[config.mk]
export PLATFORM = sky130hd
export DESIGN_NAME = flit_link_top
export DESIGN_NICKNAME = d
export VERILOG_FILES = /design/src/logic/flit_link_pkg.sv /design/src/logic/flit_ingress_converter.sv /design/src/logic/vc_flit_buffer.sv /design/src/logic/vc_output_arbiter.sv /design/src/logic/flit_egress_converter.sv /design/src/logic/flit_link_top.sv
export SDC_FILE = /design/constraint.sdc
export NUM_CORES = 1
export LEC_CHECK = 0
export BUFFER_PORTS_ARGS = -buffer_cell sky130_fd_sc_hd__buf_4
export CAP_MARGIN = 5
export CORE_UTILIZATION = 33
export CTS_BUF_LIST = sky130_fd_sc_hd__clkbuf_2
export DETAILED_ROUTE_END_ITERATION = 8
export GPL_TIMING_DRIVEN = 0
export PLACE_DENSITY = 0.52
export SYNTH_ARGS = -nofsm -noshare
export SYNTH_HDL_FRONTEND = slang
export SYNTH_SLANG_ARGS = --single-unit
[constraint.sdc]
create_clock -name clk -period 7.3 [get_ports clk]
set_clock_uncertainty 0.2 [all_clocks]
set_input_delay 0.365 -clock clk [delete_from_list [all_inputs] [get_ports clk]]
set_output_delay 0.365 -clock clk [all_outputs]
set_load 0.02 [all_outputs]
[src/logic/flit_link_pkg.sv]
package flit_link_pkg;

  typedef enum logic {
    FLIT_REQUEST  = 1'b0,
    FLIT_RESPONSE = 1'b1
  } flit_kind_t;

  // 0 and 3 are never legal kind codes on the wire
  typedef logic [1:0] ext_kind_t;

  localparam ext_kind_t EXT_KIND_REQUEST  = 2'd1;
  localparam ext_kind_t EXT_KIND_RESPONSE = 2'd2;

  localparam int FLIT_DATA_WIDTH      = 32;
  localparam int DEFAULT_CHANNELS     = 4;
  localparam int DEFAULT_BUFFER_DEPTH = 4;

  // internal word is {kind, head, tail, data}
  localparam int flit_word_width = 3 + FLIT_DATA_WIDTH;

  localparam int FLIT_KIND_POS = flit_word_width - 1;
  localparam int FLIT_HEAD_POS = flit_word_width - 2;
  localparam int FLIT_TAIL_POS = flit_word_width - 3;

  function automatic int vc_width(input int channels);
    return (channels > 1) ? $clog2(channels) : 1;
  endfunction

  function automatic logic ext_kind_is_valid(input ext_kind_t code);
    return (code == EXT_KIND_REQUEST) || (code == EXT_KIND_RESPONSE);
  endfunction

  function automatic flit_kind_t decode_kind(input ext_kind_t code);
    return (code == EXT_KIND_RESPONSE) ? FLIT_RESPONSE : FLIT_REQUEST;
  endfunction

  function automatic ext_kind_t encode_kind(input flit_kind_t kind);
    return (kind == FLIT_RESPONSE) ? EXT_KIND_RESPONSE : EXT_KIND_REQUEST;
  endfunction

  function automatic logic [flit_word_width-1:0] pack_flit(
    input flit_kind_t                 kind,
    input logic                       head,
    input logic                       tail,
    input logic [FLIT_DATA_WIDTH-1:0] data
  );
    logic [flit_word_width-1:0] word;
    word                = '0;
    word[FLIT_KIND_POS] = kind;
    word[FLIT_HEAD_POS] = head;
    word[FLIT_TAIL_POS] = tail;
    word[FLIT_DATA_WIDTH-1:0] = data;
    return word;
  endfunction

endpackage

[src/logic/flit_ingress_converter.sv]
`timescale 1ns/1ps

module flit_ingress_converter #(
  parameter int CHANNELS = flit_link_pkg::DEFAULT_CHANNELS
)(
  input  logic                                                   clk,
  input  logic                                                   reset,
  input  logic [CHANNELS-1:0]                                    in_valid,
  input  flit_link_pkg::ext_kind_t [CHANNELS-1:0]                in_kind,
  input  logic [CHANNELS-1:0]                                    in_head,
  input  logic [CHANNELS-1:0]                                    in_tail,
  input  logic [CHANNELS-1:0][flit_link_pkg::FLIT_DATA_WIDTH-1:0] in_data,
  input  logic [CHANNELS-1:0]                                    buf_full,
  output logic [CHANNELS-1:0]                                    in_ready,
  output logic [CHANNELS-1:0]                                    wr_valid,
  output logic [CHANNELS-1:0][flit_link_pkg::flit_word_width-1:0] wr_flit,
  output logic [CHANNELS-1:0]                                    framing_error
);
  import flit_link_pkg::*;

  for (genvar i = 0; i < CHANNELS; i++) begin : g_chan
    logic                       stage_valid;
    logic [flit_word_width-1:0] stage_flit;
    logic                       error_q;
    logic                       in_packet; // a head has been seen without its tail
    logic                       accept;
    logic                       drain;
    logic                       bad_kind;
    logic                       bad_frame;
    logic                       good;

    assign drain  = stage_valid && !buf_full[i];
    assign accept = in_valid[i] && in_ready[i];

    assign bad_kind  = !ext_kind_is_valid(in_kind[i]);
    assign bad_frame = (in_head[i] && in_packet) || (!in_head[i] && !in_packet);
    assign good      = accept && !bad_kind && !bad_frame;

    // the stage can take a new flit when it is empty or moves into the FIFO this cycle
    assign in_ready[i]      = !stage_valid || !buf_full[i];
    assign wr_valid[i]      = stage_valid;
    assign wr_flit[i]       = stage_flit;
    assign framing_error[i] = error_q;

    always_ff @(posedge clk) begin
      if (reset) begin
        stage_valid <= 1'b0;
        in_packet   <= 1'b0;
        error_q     <= 1'b0;
      end else begin
        error_q <= accept && !good; // bad flits are swallowed here
        if (good) begin
          stage_valid <= 1'b1;
          in_packet   <= !in_tail[i]; // a single flit packet leaves it closed
        end else if (drain) begin
          stage_valid <= 1'b0;
        end
      end
    end

    always_ff @(posedge clk) begin
      if (good) begin
        stage_flit <= pack_flit(decode_kind(in_kind[i]), in_head[i], in_tail[i], in_data[i]);
      end
    end
  end

endmodule

[src/logic/vc_flit_buffer.sv]
`timescale 1ns/1ps

module vc_flit_buffer #(
  parameter int DEPTH = flit_link_pkg::DEFAULT_BUFFER_DEPTH
)(
  input  logic                                      clk,
  input  logic                                      reset,
  input  logic                                      wr_valid,
  input  logic [flit_link_pkg::flit_word_width-1:0] wr_flit,
  input  logic                                      pop,
  output logic                                      full,
  output logic                                      rd_valid,
  output logic [flit_link_pkg::flit_word_width-1:0] rd_flit
);
  import flit_link_pkg::*;

  localparam int PTR_WIDTH   = (DEPTH > 1) ? $clog2(DEPTH) : 1;
  localparam int COUNT_WIDTH = $clog2(DEPTH + 1);

  logic [flit_word_width-1:0] mem [DEPTH];
  logic [PTR_WIDTH-1:0]       wr_ptr;
  logic [PTR_WIDTH-1:0]       rd_ptr;
  logic [COUNT_WIDTH-1:0]     count;
  logic                       push;
  logic                       do_pop;

  function automatic logic [PTR_WIDTH-1:0] next_ptr(input logic [PTR_WIDTH-1:0] ptr);
    return (ptr == PTR_WIDTH'(DEPTH - 1)) ? '0 : ptr + 1'b1;
  endfunction

  assign rd_valid = (count != '0);
  assign rd_flit  = mem[rd_ptr];
  assign do_pop   = pop && rd_valid;

  // a pop in the same cycle frees the slot, so a full FIFO still takes a write
  assign full = (count == COUNT_WIDTH'(DEPTH)) && !do_pop;
  assign push = wr_valid && !full;

  always_ff @(posedge clk) begin
    if (reset) begin
      wr_ptr <= '0;
      rd_ptr <= '0;
      count  <= '0;
    end else begin
      if (push) begin
        wr_ptr <= next_ptr(wr_ptr);
      end
      if (do_pop) begin
        rd_ptr <= next_ptr(rd_ptr);
      end
      if (push && !do_pop) begin
        count <= count + 1'b1;
      end else if (do_pop && !push) begin
        count <= count - 1'b1;
      end
    end
  end

  always_ff @(posedge clk) begin
    if (push) begin
      mem[wr_ptr] <= wr_flit;
    end
  end

endmodule

[src/logic/vc_output_arbiter.sv]
`timescale 1ns/1ps

module vc_output_arbiter #(
  parameter  int CHANNELS = flit_link_pkg::DEFAULT_CHANNELS,
  localparam int VC_WIDTH = flit_link_pkg::vc_width(CHANNELS)
)(
  input  logic                                                   clk,
  input  logic                                                   reset,
  input  logic [CHANNELS-1:0]                                    rd_valid,
  input  logic [CHANNELS-1:0][flit_link_pkg::flit_word_width-1:0] rd_flit,
  input  logic [CHANNELS-1:0]                                    vc_available,
  input  logic                                                   sel_ready,
  output logic [CHANNELS-1:0]                                    pop,
  output logic                                                   sel_valid,
  output logic [VC_WIDTH-1:0]                                    sel_vc,
  output logic [flit_link_pkg::flit_word_width-1:0]              sel_flit
);

  logic [CHANNELS-1:0] eligible;
  logic [VC_WIDTH-1:0] rr_ptr; // first channel looked at in the next search
  logic                grant;

  // credit is checked here, at the grant
  assign eligible = rd_valid & vc_available;

  always_comb begin : search
    int idx;
    sel_valid = 1'b0;
    sel_vc    = '0;
    for (int k = 0; k < CHANNELS; k++) begin
      idx = int'(rr_ptr) + k;
      if (idx >= CHANNELS) begin
        idx = idx - CHANNELS;
      end
      if (!sel_valid && eligible[idx]) begin
        sel_valid = 1'b1;
        sel_vc    = VC_WIDTH'(idx);
      end
    end
  end

  assign grant    = sel_valid && sel_ready;
  assign sel_flit = rd_flit[sel_vc];

  always_comb begin
    pop = '0;
    if (grant) begin
      pop[sel_vc] = 1'b1;
    end
  end

  // the winner moves to the back of the line, so a waiting channel sees
  // at most CHANNELS-1 other grants
  always_ff @(posedge clk) begin
    if (reset) begin
      rr_ptr <= '0;
    end else if (grant) begin
      if (sel_vc == VC_WIDTH'(CHANNELS - 1)) begin
        rr_ptr <= '0;
      end else begin
        rr_ptr <= sel_vc + 1'b1;
      end
    end
  end

endmodule

[src/logic/flit_egress_converter.sv]
`timescale 1ns/1ps

module flit_egress_converter #(
  parameter  int CHANNELS = flit_link_pkg::DEFAULT_CHANNELS,
  localparam int VC_WIDTH = flit_link_pkg::vc_width(CHANNELS)
)(
  input  logic                                      clk,
  input  logic                                      reset,
  input  logic                                      sel_valid,
  input  logic [VC_WIDTH-1:0]                       sel_vc,
  input  logic [flit_link_pkg::flit_word_width-1:0] sel_flit,
  input  logic                                      out_ready,
  output logic                                      sel_ready,
  output logic                                      out_valid,
  output logic [VC_WIDTH-1:0]                       out_vc,
  output flit_link_pkg::ext_kind_t                  out_kind,
  output logic                                      out_head,
  output logic                                      out_tail,
  output logic [flit_link_pkg::FLIT_DATA_WIDTH-1:0] out_data
);
  import flit_link_pkg::*;

  logic load;

  // the register is free when it is empty or its flit leaves this cycle
  assign sel_ready = !out_valid || out_ready;
  assign load      = sel_valid && sel_ready;

  always_ff @(posedge clk) begin
    if (reset) begin
      out_valid <= 1'b0;
    end else if (load) begin
      out_valid <= 1'b1;
    end else if (out_ready) begin
      out_valid <= 1'b0;
    end
  end

  // fields only change on a load, so they hold while out_ready is low
  always_ff @(posedge clk) begin
    if (load) begin
      out_vc   <= sel_vc;
      out_kind <= encode_kind(flit_kind_t'(sel_flit[FLIT_KIND_POS]));
      out_head <= sel_flit[FLIT_HEAD_POS];
      out_tail <= sel_flit[FLIT_TAIL_POS];
      out_data <= sel_flit[FLIT_DATA_WIDTH-1:0];
    end
  end

endmodule

[src/logic/flit_link_top.sv]
`timescale 1ns/1ps

module flit_link_top #(
  parameter  int CHANNELS     = flit_link_pkg::DEFAULT_CHANNELS,
  parameter  int BUFFER_DEPTH = flit_link_pkg::DEFAULT_BUFFER_DEPTH,
  localparam int VC_WIDTH     = flit_link_pkg::vc_width(CHANNELS)
)(
  input  logic                                                   clk,
  input  logic                                                   reset,
  input  logic [CHANNELS-1:0]                                    in_valid,
  output logic [CHANNELS-1:0]                                    in_ready,
  input  flit_link_pkg::ext_kind_t [CHANNELS-1:0]                in_kind,
  input  logic [CHANNELS-1:0]                                    in_head,
  input  logic [CHANNELS-1:0]                                    in_tail,
  input  logic [CHANNELS-1:0][flit_link_pkg::FLIT_DATA_WIDTH-1:0] in_data,
  output logic [CHANNELS-1:0]                                    framing_error,
  output logic                                                   out_valid,
  input  logic                                                   out_ready,
  output logic [VC_WIDTH-1:0]                                    out_vc,
  output flit_link_pkg::ext_kind_t                               out_kind,
  output logic                                                   out_head,
  output logic                                                   out_tail,
  output logic [flit_link_pkg::FLIT_DATA_WIDTH-1:0]              out_data,
  input  logic [CHANNELS-1:0]                                    out_vc_available
);
  import flit_link_pkg::*;

  logic [CHANNELS-1:0]                      wr_valid;
  logic [CHANNELS-1:0][flit_word_width-1:0] wr_flit;
  logic [CHANNELS-1:0]                      buf_full;
  logic [CHANNELS-1:0]                      rd_valid;
  logic [CHANNELS-1:0][flit_word_width-1:0] rd_flit;
  logic [CHANNELS-1:0]                      pop;
  logic                                     sel_valid;
  logic                                     sel_ready;
  logic [VC_WIDTH-1:0]                      sel_vc;
  logic [flit_word_width-1:0]               sel_flit;

  flit_ingress_converter #(
    .CHANNELS (CHANNELS)
  ) ingress_i (
    .clk           (clk),
    .reset         (reset),
    .in_valid      (in_valid),
    .in_kind       (in_kind),
    .in_head       (in_head),
    .in_tail       (in_tail),
    .in_data       (in_data),
    .buf_full      (buf_full),
    .in_ready      (in_ready),
    .wr_valid      (wr_valid),
    .wr_flit       (wr_flit),
    .framing_error (framing_error)
  );

  for (genvar i = 0; i < CHANNELS; i++) begin : g_buf
    vc_flit_buffer #(
      .DEPTH (BUFFER_DEPTH)
    ) buffer_i (
      .clk      (clk),
      .reset    (reset),
      .wr_valid (wr_valid[i]),
      .wr_flit  (wr_flit[i]),
      .pop      (pop[i]),
      .full     (buf_full[i]),
      .rd_valid (rd_valid[i]),
      .rd_flit  (rd_flit[i])
    );
  end

  vc_output_arbiter #(
    .CHANNELS (CHANNELS)
  ) arbiter_i (
    .clk          (clk),
    .reset        (reset),
    .rd_valid     (rd_valid),
    .rd_flit      (rd_flit),
    .vc_available (out_vc_available),
    .sel_ready    (sel_ready),
    .pop          (pop),
    .sel_valid    (sel_valid),
    .sel_vc       (sel_vc),
    .sel_flit     (sel_flit)
  );

  flit_egress_converter #(
    .CHANNELS (CHANNELS)
  ) egress_i (
    .clk       (clk),
    .reset     (reset),
    .sel_valid (sel_valid),
    .sel_vc    (sel_vc),
    .sel_flit  (sel_flit),
    .out_ready (out_ready),
    .sel_ready (sel_ready),
    .out_valid (out_valid),
    .out_vc    (out_vc),
    .out_kind  (out_kind),
    .out_head  (out_head),
    .out_tail  (out_tail),
    .out_data  (out_data)
  );

endmodule

==> impl_metrics.csv, run 1 <==
group,metric,value,unit
timing,fin_crit_sh,77.5,%
cts,cts_setup_buffers,0,
hold_path,hp-start,"in_data[33]",
cts,clk_pin_slew_worst_paths,0.12,ns
cts,h-tree-depth,4,
timing,grt_setup_unrepaired,"false",
yosys,yosysTopAreaCell,"edfxtp_1",
cts,cts-resized-gates,0,
global_routing,grt_usage,17.0,%
setup_path,crit_required,6.73,ns
yosys,ys.flop_type,"edfxtp_1",
floorplan,design.die.area,90100,um^2
yosys,synth_edf_count,738,
setup_path,reg2reg_slack,2.17,ns
setup_path,crit_arrival,5.09,ns
routing,firstDrtPassIters,5,
routing,wire_per_inst,20.7,um
layout,seq_area,23200,um^2
cts,clk_latency,1.42,ns
routing,ant_nets,0,
yosys,ys_seq_area_share,79.0,%
setup_path,critPathLaunchType,"flip-flop",
global_routing,grt_pass1_wl,110000,um
timing,relSlewSlack,31.2,%
timing,timing.setup.tns,0,ns
floorplan,start_util,33.6,%
cts,clock-sinks,789,
yosys,syn_inst,1448,
routing,routed_wl,75200,um
power,ir_worst_vdd,0.000175,V
yosys,postSynth.asyncResetShare,0,%
floorplan,die_width,300,um
routing,drtIter0Drc,1160,
floorplan,core,87400,um^2
cts,numCtsBuffers,197,
yosys,syn_nets,1636,
layout,area_delta_synth_final,33.8,%
hold_path,whs_path_depth,3,
cts,cts_buffer_depth,3,
yosys,synth.area.top_cells,"edfxtp_1, mux4_2, dfxtp_1",
layout,fin_nets,2521,
setup_path,cp-end-kind,"output pin",
hold_path,hold_path.class,"in2reg",
global_routing,antenna_found_initial,3,
setup_path,ff2ff_path_depth,16,
setup_path,crit_type,"reg2out",
job,cap_violations,0,
yosys,synth_top_cell_area_share,75.5,%
layout,fillers,7753,
floorplan,rows,108,
timing,worst_slew_pin_slew,1.03,ns
yosys,syn_area,29300,um^2
setup_path,r2r-end,"g_buf[3].buffer_i.count[2]",
timing,drv_slew,0,
outcome,outcome,"finished clean",
floorplan,pin_count,202,
layout,drive_above_1_share,28.7,%
hold_path,holdPathEnd,"ingress_i.g_chan[1].stage_flit[1]",
layout,multiInputGateArea,5840,um^2
timing,whs,0.186,ns
routing,via_per_inst,4.69,
power,leakage,13.7,nW
yosys,synth_cell_type_count,51,
yosys,avgSynthCellArea,20.3,um^2
timing,finalHoldViolCount,0,
timing,min_period,5.66,ns
routing,num_vias,17100,
floorplan,fp.dieH,300,um
global_routing,grt_max_degree,42,
placement,port_buffers,201,
power,power,0.0105,W
cts,cts_root_buf,"clkbuf_2",
timing,max_freq,177,MHz
global_routing,grt_pass1_vias,18100,
power,power.density,267,nW/um^2
yosys,ys.warnings.count,0,
setup_path,r2r_start,"g_buf[2].buffer_i.count[0]",
layout,final_util,44.9,%
placement,gp_congestion,0.910,
timing,setup-violations-final,0,
setup_path,crit_fanout,6,
placement,hpwl,49200,um
routing,drc_errors,0,
setup_path,worstSetupStartpoint,"g_buf[3].buffer_i.count[1]",
global_routing,grt_overflow,0,
cts,tritoncts,"yes",
yosys,synth-seq-cells,789,
-- logic make-up after synthesis --
logic type,Yosys count,synth area share [%]
AOI/OAI and AO/OA,89,2.15
xor gates and xnor gates,12,0.358
adders and majority gates,33,1.51
buffers and inverters,92,1.31
DFF,789,79.0
muxes,155,11.3
and+or+nand+nor,278,4.39
-- metrics by stage --
stage	setup WS, ns	area (um^2)	instances
floorplan	2.73	29300	1448
global placement	0.527	32300	2804
detailed placement	2.68	32800	2825
CTS	1.59	39300	3636
global route	1.46	39300	3639
finish	1.64	39300	3642
-- cell type report --
| cell class | instances | area share (%) |
|---|---|---|
| timing repair buffer | 686 | 16.8 |
| buffer | 65 | 0.720 |
| multi-input combinational | 567 | 14.9 |
| antenna | 6 | 0.0382 |
| sequential | 789 | 59.0 |
| clock buffer | 276 | 3.52 |
| inverter | 27 | 0.258 |
| tap | 1155 | 3.68 |
| clock inverter | 71 | 1.12 |
-- cell usage after synthesis (8+ instances only) --
library cell,count
edfxtp_1,738
nand2_1,156
mux4_2,140
dfxtp_1,51
clkbuf_1,41
a31oi_1,38
and3_1,34
nor2_1,31
ha_1,29
inv_1,25
a21oi_1,17
and2_1,16
mux2i_1,12
or3_1,10
buf_2,9
buf_1,8
nor3_1,8
xor2_1,8
-- state kept, by name (all words and copies together), names as in the netlist, 2 cells and up, named ones only --
name                          flops
arbiter_i.rr_ptr                  2
ingress_i.g_chan.stage_valid      4
g_buf.buffer_i.rd_ptr             8
egress_i.out_data                32
g_buf.buffer_i.mem              560
egress_i.out_vc                   2
g_buf.buffer_i.wr_ptr             8
ingress_i.g_chan.stage_flit     140
g_buf.buffer_i.count             12
ingress_i.g_chan.error_q          4
egress_i.out_kind                 2
ingress_i.g_chan.in_packet        4
-- routing by layer --
| layer | vias up | global-route usage, % | share of wire, % |
|---|---|---|---|
| li1 | 7696 | - | - |
| met3 | 98 | 5.21 | 7.6 |
| met1 | 8698 | 21.8 | 42 |
| met5 | - | 0 | 0 |
| met2 | 579 | 27.8 | 49 |
| met4 | 0 | 5.05 | 1.4 |
-- placed cells by master, fill, tap and decap left out, types with 20 or more instances in the layout --
master           n
ha_1            29
clkbuf_1        41
nor2_1          31
buf_12          20
edfxtp_1       738
and3_1          34
nand2_1        156
mux4_2         140
inv_1           23
a31oi_1         35
buf_4          206
clkbuf_2       277
clkinv_1        48
dfxtp_1         51
dlygate4sd3_1  464
-- worst max-delay path: stages, from the launching register on --
cell           delay [ns]
dfxtp_1              0.39
o31ai_2              0.36
nand2_1              0.11
o221ai_2             0.51
dlygate4sd3_1        0.99
nand3_2              0.21
dlygate4sd3_1        0.73
nand3_1              0.23
buf_4                0.19
-- worst max-delay path by stage --
stage               slack [ns]                            end  cells past startpoint
floorplan                 2.73  ingress_i.g_chan[0].in_packet                      6
global placement          0.53  ingress_i.g_chan[0].in_packet                      7
detailed placement        2.68     g_buf[3].buffer_i.count[2]                     14
CTS                       1.59                    in_ready[0]                      9
global route              1.46                    in_ready[0]                      8
finish                    1.64                    in_ready[0]                      8
-- power breakdown --
| part | switching, W | internal [W] |
|---|---|---|
| Sequential | 0.000245 | 0.00525 |
| Combinational | 0.00113 | 0.000894 |
| Clock | 0.00179 | 0.00118 |
-- repair_timing --
action	CTS	global route
endpoints found under the setup margin	0	0
endpoints found under the hold margin	707	0
hold buffers	464	0
Power figures use the tool's default switching activity.
==> inputs of run 2 (changes only) <==
==> constraint.sdc (replaced) <==
create_clock -name clk -period 5.3 [get_ports clk]
set_clock_uncertainty 0.2 [all_clocks]
set_input_delay 0.265 -clock clk [delete_from_list [all_inputs] [get_ports clk]]
set_output_delay 0.265 -clock clk [all_outputs]
set_load 0.02 [all_outputs]
==> impl_metrics.csv, run 2 (synthesis gave the netlist of run 1 again) <==
group,metric,value,unit
cts,clk_pin_slew_worst_paths,0.11,ns
global_routing,grt_usage,17.0,%
setup_path,crit_required,6.35,ns
layout,drive_above_1_share,28.7,%
cts,h-tree-depth,4,
power,ir_worst_vdd,0.000242,V
timing,finalHoldViolCount,0,
timing,min_period,5.06,ns
setup_path,r2r_start,"g_buf[1].buffer_i.count[2]",
floorplan,fp.dieH,300,um
routing,firstDrtPassIters,6,
timing,fin_crit_sh,95.5,%
routing,drc_errors,0,
power,leakage,13.8,nW
setup_path,critPathLaunchType,"flip-flop",
power,swShare,30.2,%
cts,clock-sinks,789,
timing,grt_setup_unrepaired,"false",
layout,mostFrequentLayoutCells,"edfxtp_1, dlygate4sd3_1, clkbuf_2",
timing,setup-violations-final,0,
layout,largest_reg_flops,560,
job,cap_violations,0,
cts,cts_buffer_depth,3,
timing,relSlewSlack,31.1,%
hold_path,hold_path.class,"in2reg",
setup_path,crit_fanout,10,
layout,final_common_cell,"edfxtp_1",
routing,drtIter0Drc,1098,
layout,final_cells,3644,
floorplan,core,87400,um^2
outcome,outcome,"finished clean",
cts,cts_setup_buffers,0,
timing,worst_slew_pin_slew,1.03,ns
power,p_sw,0.00436,W
layout,max_flop_register,"g_buf.buffer_i.mem",
global_routing,grt_overflow,0,
global_routing,grt_pass1_vias,18100,
power,seqPwrFrac,52.3,%
floorplan,start_util,33.6,%
power,power.density,368,nW/um^2
floorplan,rows,108,
global_routing,grt-busiest-layer,"met2",
routing,routed_wl,74900,um
placement,port_buffers,201,
placement,numPlacedInstances,2825,
layout,reg_top3,"g_buf.buffer_i.mem (560), ingress_i.g_chan.stage_flit (140), egress_i.out_data (32)",
floorplan,die_width,300,um
setup_path,crit_arrival,6.11,ns
global_routing,met3_usage,5.22,%
routing,wire_per_inst,20.5,um
cts,tritoncts,"yes",
setup_path,cp-end-kind,"flip-flop",
timing,whs,0.222,ns
setup_path,crit_type,"reg2reg",
layout,fillers,7746,
hold_path,hp-start,"in_valid[0]",
routing,num_vias,17000,
timing,drv_slew,0,
layout,area_delta_synth_final,34.0,%
timing,max_freq,198,MHz
setup_path,worstSetupStartpoint,"g_buf[1].buffer_i.count[2]",
floorplan,design.die.area,90100,um^2
global_routing,antenna_found_initial,3,
global_routing,grt_max_degree,42,
power,combinationalPowerShare,19.3,%
routing,ant_nets,0,
placement,gp_congestion,0.910,
routing,via_per_inst,4.68,
global_routing,grt_util_met2,27.7,%
cts,numCtsBuffers,197,
global_routing,grt_util_met1,21.6,%
cts,cts_root_buf,"clkbuf_2",
placement,hpwl,49200,um
floorplan,pin_count,202,
power,pwr-share-clk,28.3,%
power,internal_power,0.0101,W
layout,fin_nets,2526,
cts,clk_latency,1.37,ns
global_routing,grt_pass1_wl,110000,um
[run 2: changes by cell type in the layout (fill, tap and decap cells not counted), sizes merged]
cell,delta
dlygate4sd3,+5
diode,-3
[run 2: timing repair]
action | 4_1_cts | 5_1_grt
setup endpoints to repair | 0 | 2
hold buffers | 469 | 0
hold endpoints to repair | 789 | 0
resized for setup | 0 | 4
[run 2: routing by layer]
layer	vias up	routed length, um
met4	0	1100
li1	7700	-
met5	-	0
met3	96	5850
met1	8663	31000
met2	582	36900
[run 2: path summary, 6_finish.rpt]
check / cells after the start / to / slack, ns
worst max-delay path: 14 / ingress_i.g_chan[3].in_packet / 0.24
worst min-delay path: 5 / ingress_i.g_chan[0].stage_valid / 0.22
worst max register to register: 14 / ingress_i.g_chan[3].in_packet / 0.24
worst min register to register: 0 / g_buf[0].buffer_i.mem[2][9] / 0.24
[run 2: final cells by class]
type	instances	area, um^2	area share [%]
sequential	789	23200	58.9
timing repair buffer	691	6630	16.9
multi-input combinational	567	5860	14.9
tap	1155	1450	3.67
clock buffer	276	1380	3.51
clock inverter	71	438	1.11
buffer	65	284	0.722
inverter	27	101	0.258
antenna	3	7.51	0.0191
[run 2: power by group through the flow]
stage / clock, W / sequential, W / combinational, W
3_3_place_gp: 0 / 0.00770 / 0.00241
5_1_grt: 0.00457 / 0.00759 / 0.00299
2_1_floorplan: 0 / 0.00769 / 0.00126
3_5_place_dp: 0 / 0.00767 / 0.00249
6_report: 0.00410 / 0.00757 / 0.00279
4_1_cts: 0.00428 / 0.00754 / 0.00278
[run 2: worst max-delay path: stages, from the launching register on]
cell	delay, ns
dfxtp_1	0.37
o31a_1	0.37
a21oi_1	0.27
o221ai_4	0.31
clkbuf_1	0.32
clkbuf_2	0.27
inv_1	0.12
ha_1	0.25
inv_1	0.06
o211ai_1	0.34
nand2_1	0.08
dlygate4sd3_1	0.59
or4b_2	0.60
dlygate4sd3_1	0.58
a31oi_1	0.19
[run 2: stage by stage]
step	utilization [%]	total power, W	area, um^2	setup TNS, ns	setup WS, ns
after floorplan	-	0.00895	29300	0	0.735
after global placement	36.9	0.0101	32300	-84.41	-1.39
after detailed placement	37.5	0.0102	32800	0	0.678
after CTS	45.0	0.0146	39300	0	0.120
after global routing	45.0	0.0151	39300	0	0.00191
final	45.0	0.0145	39300	0	0.238
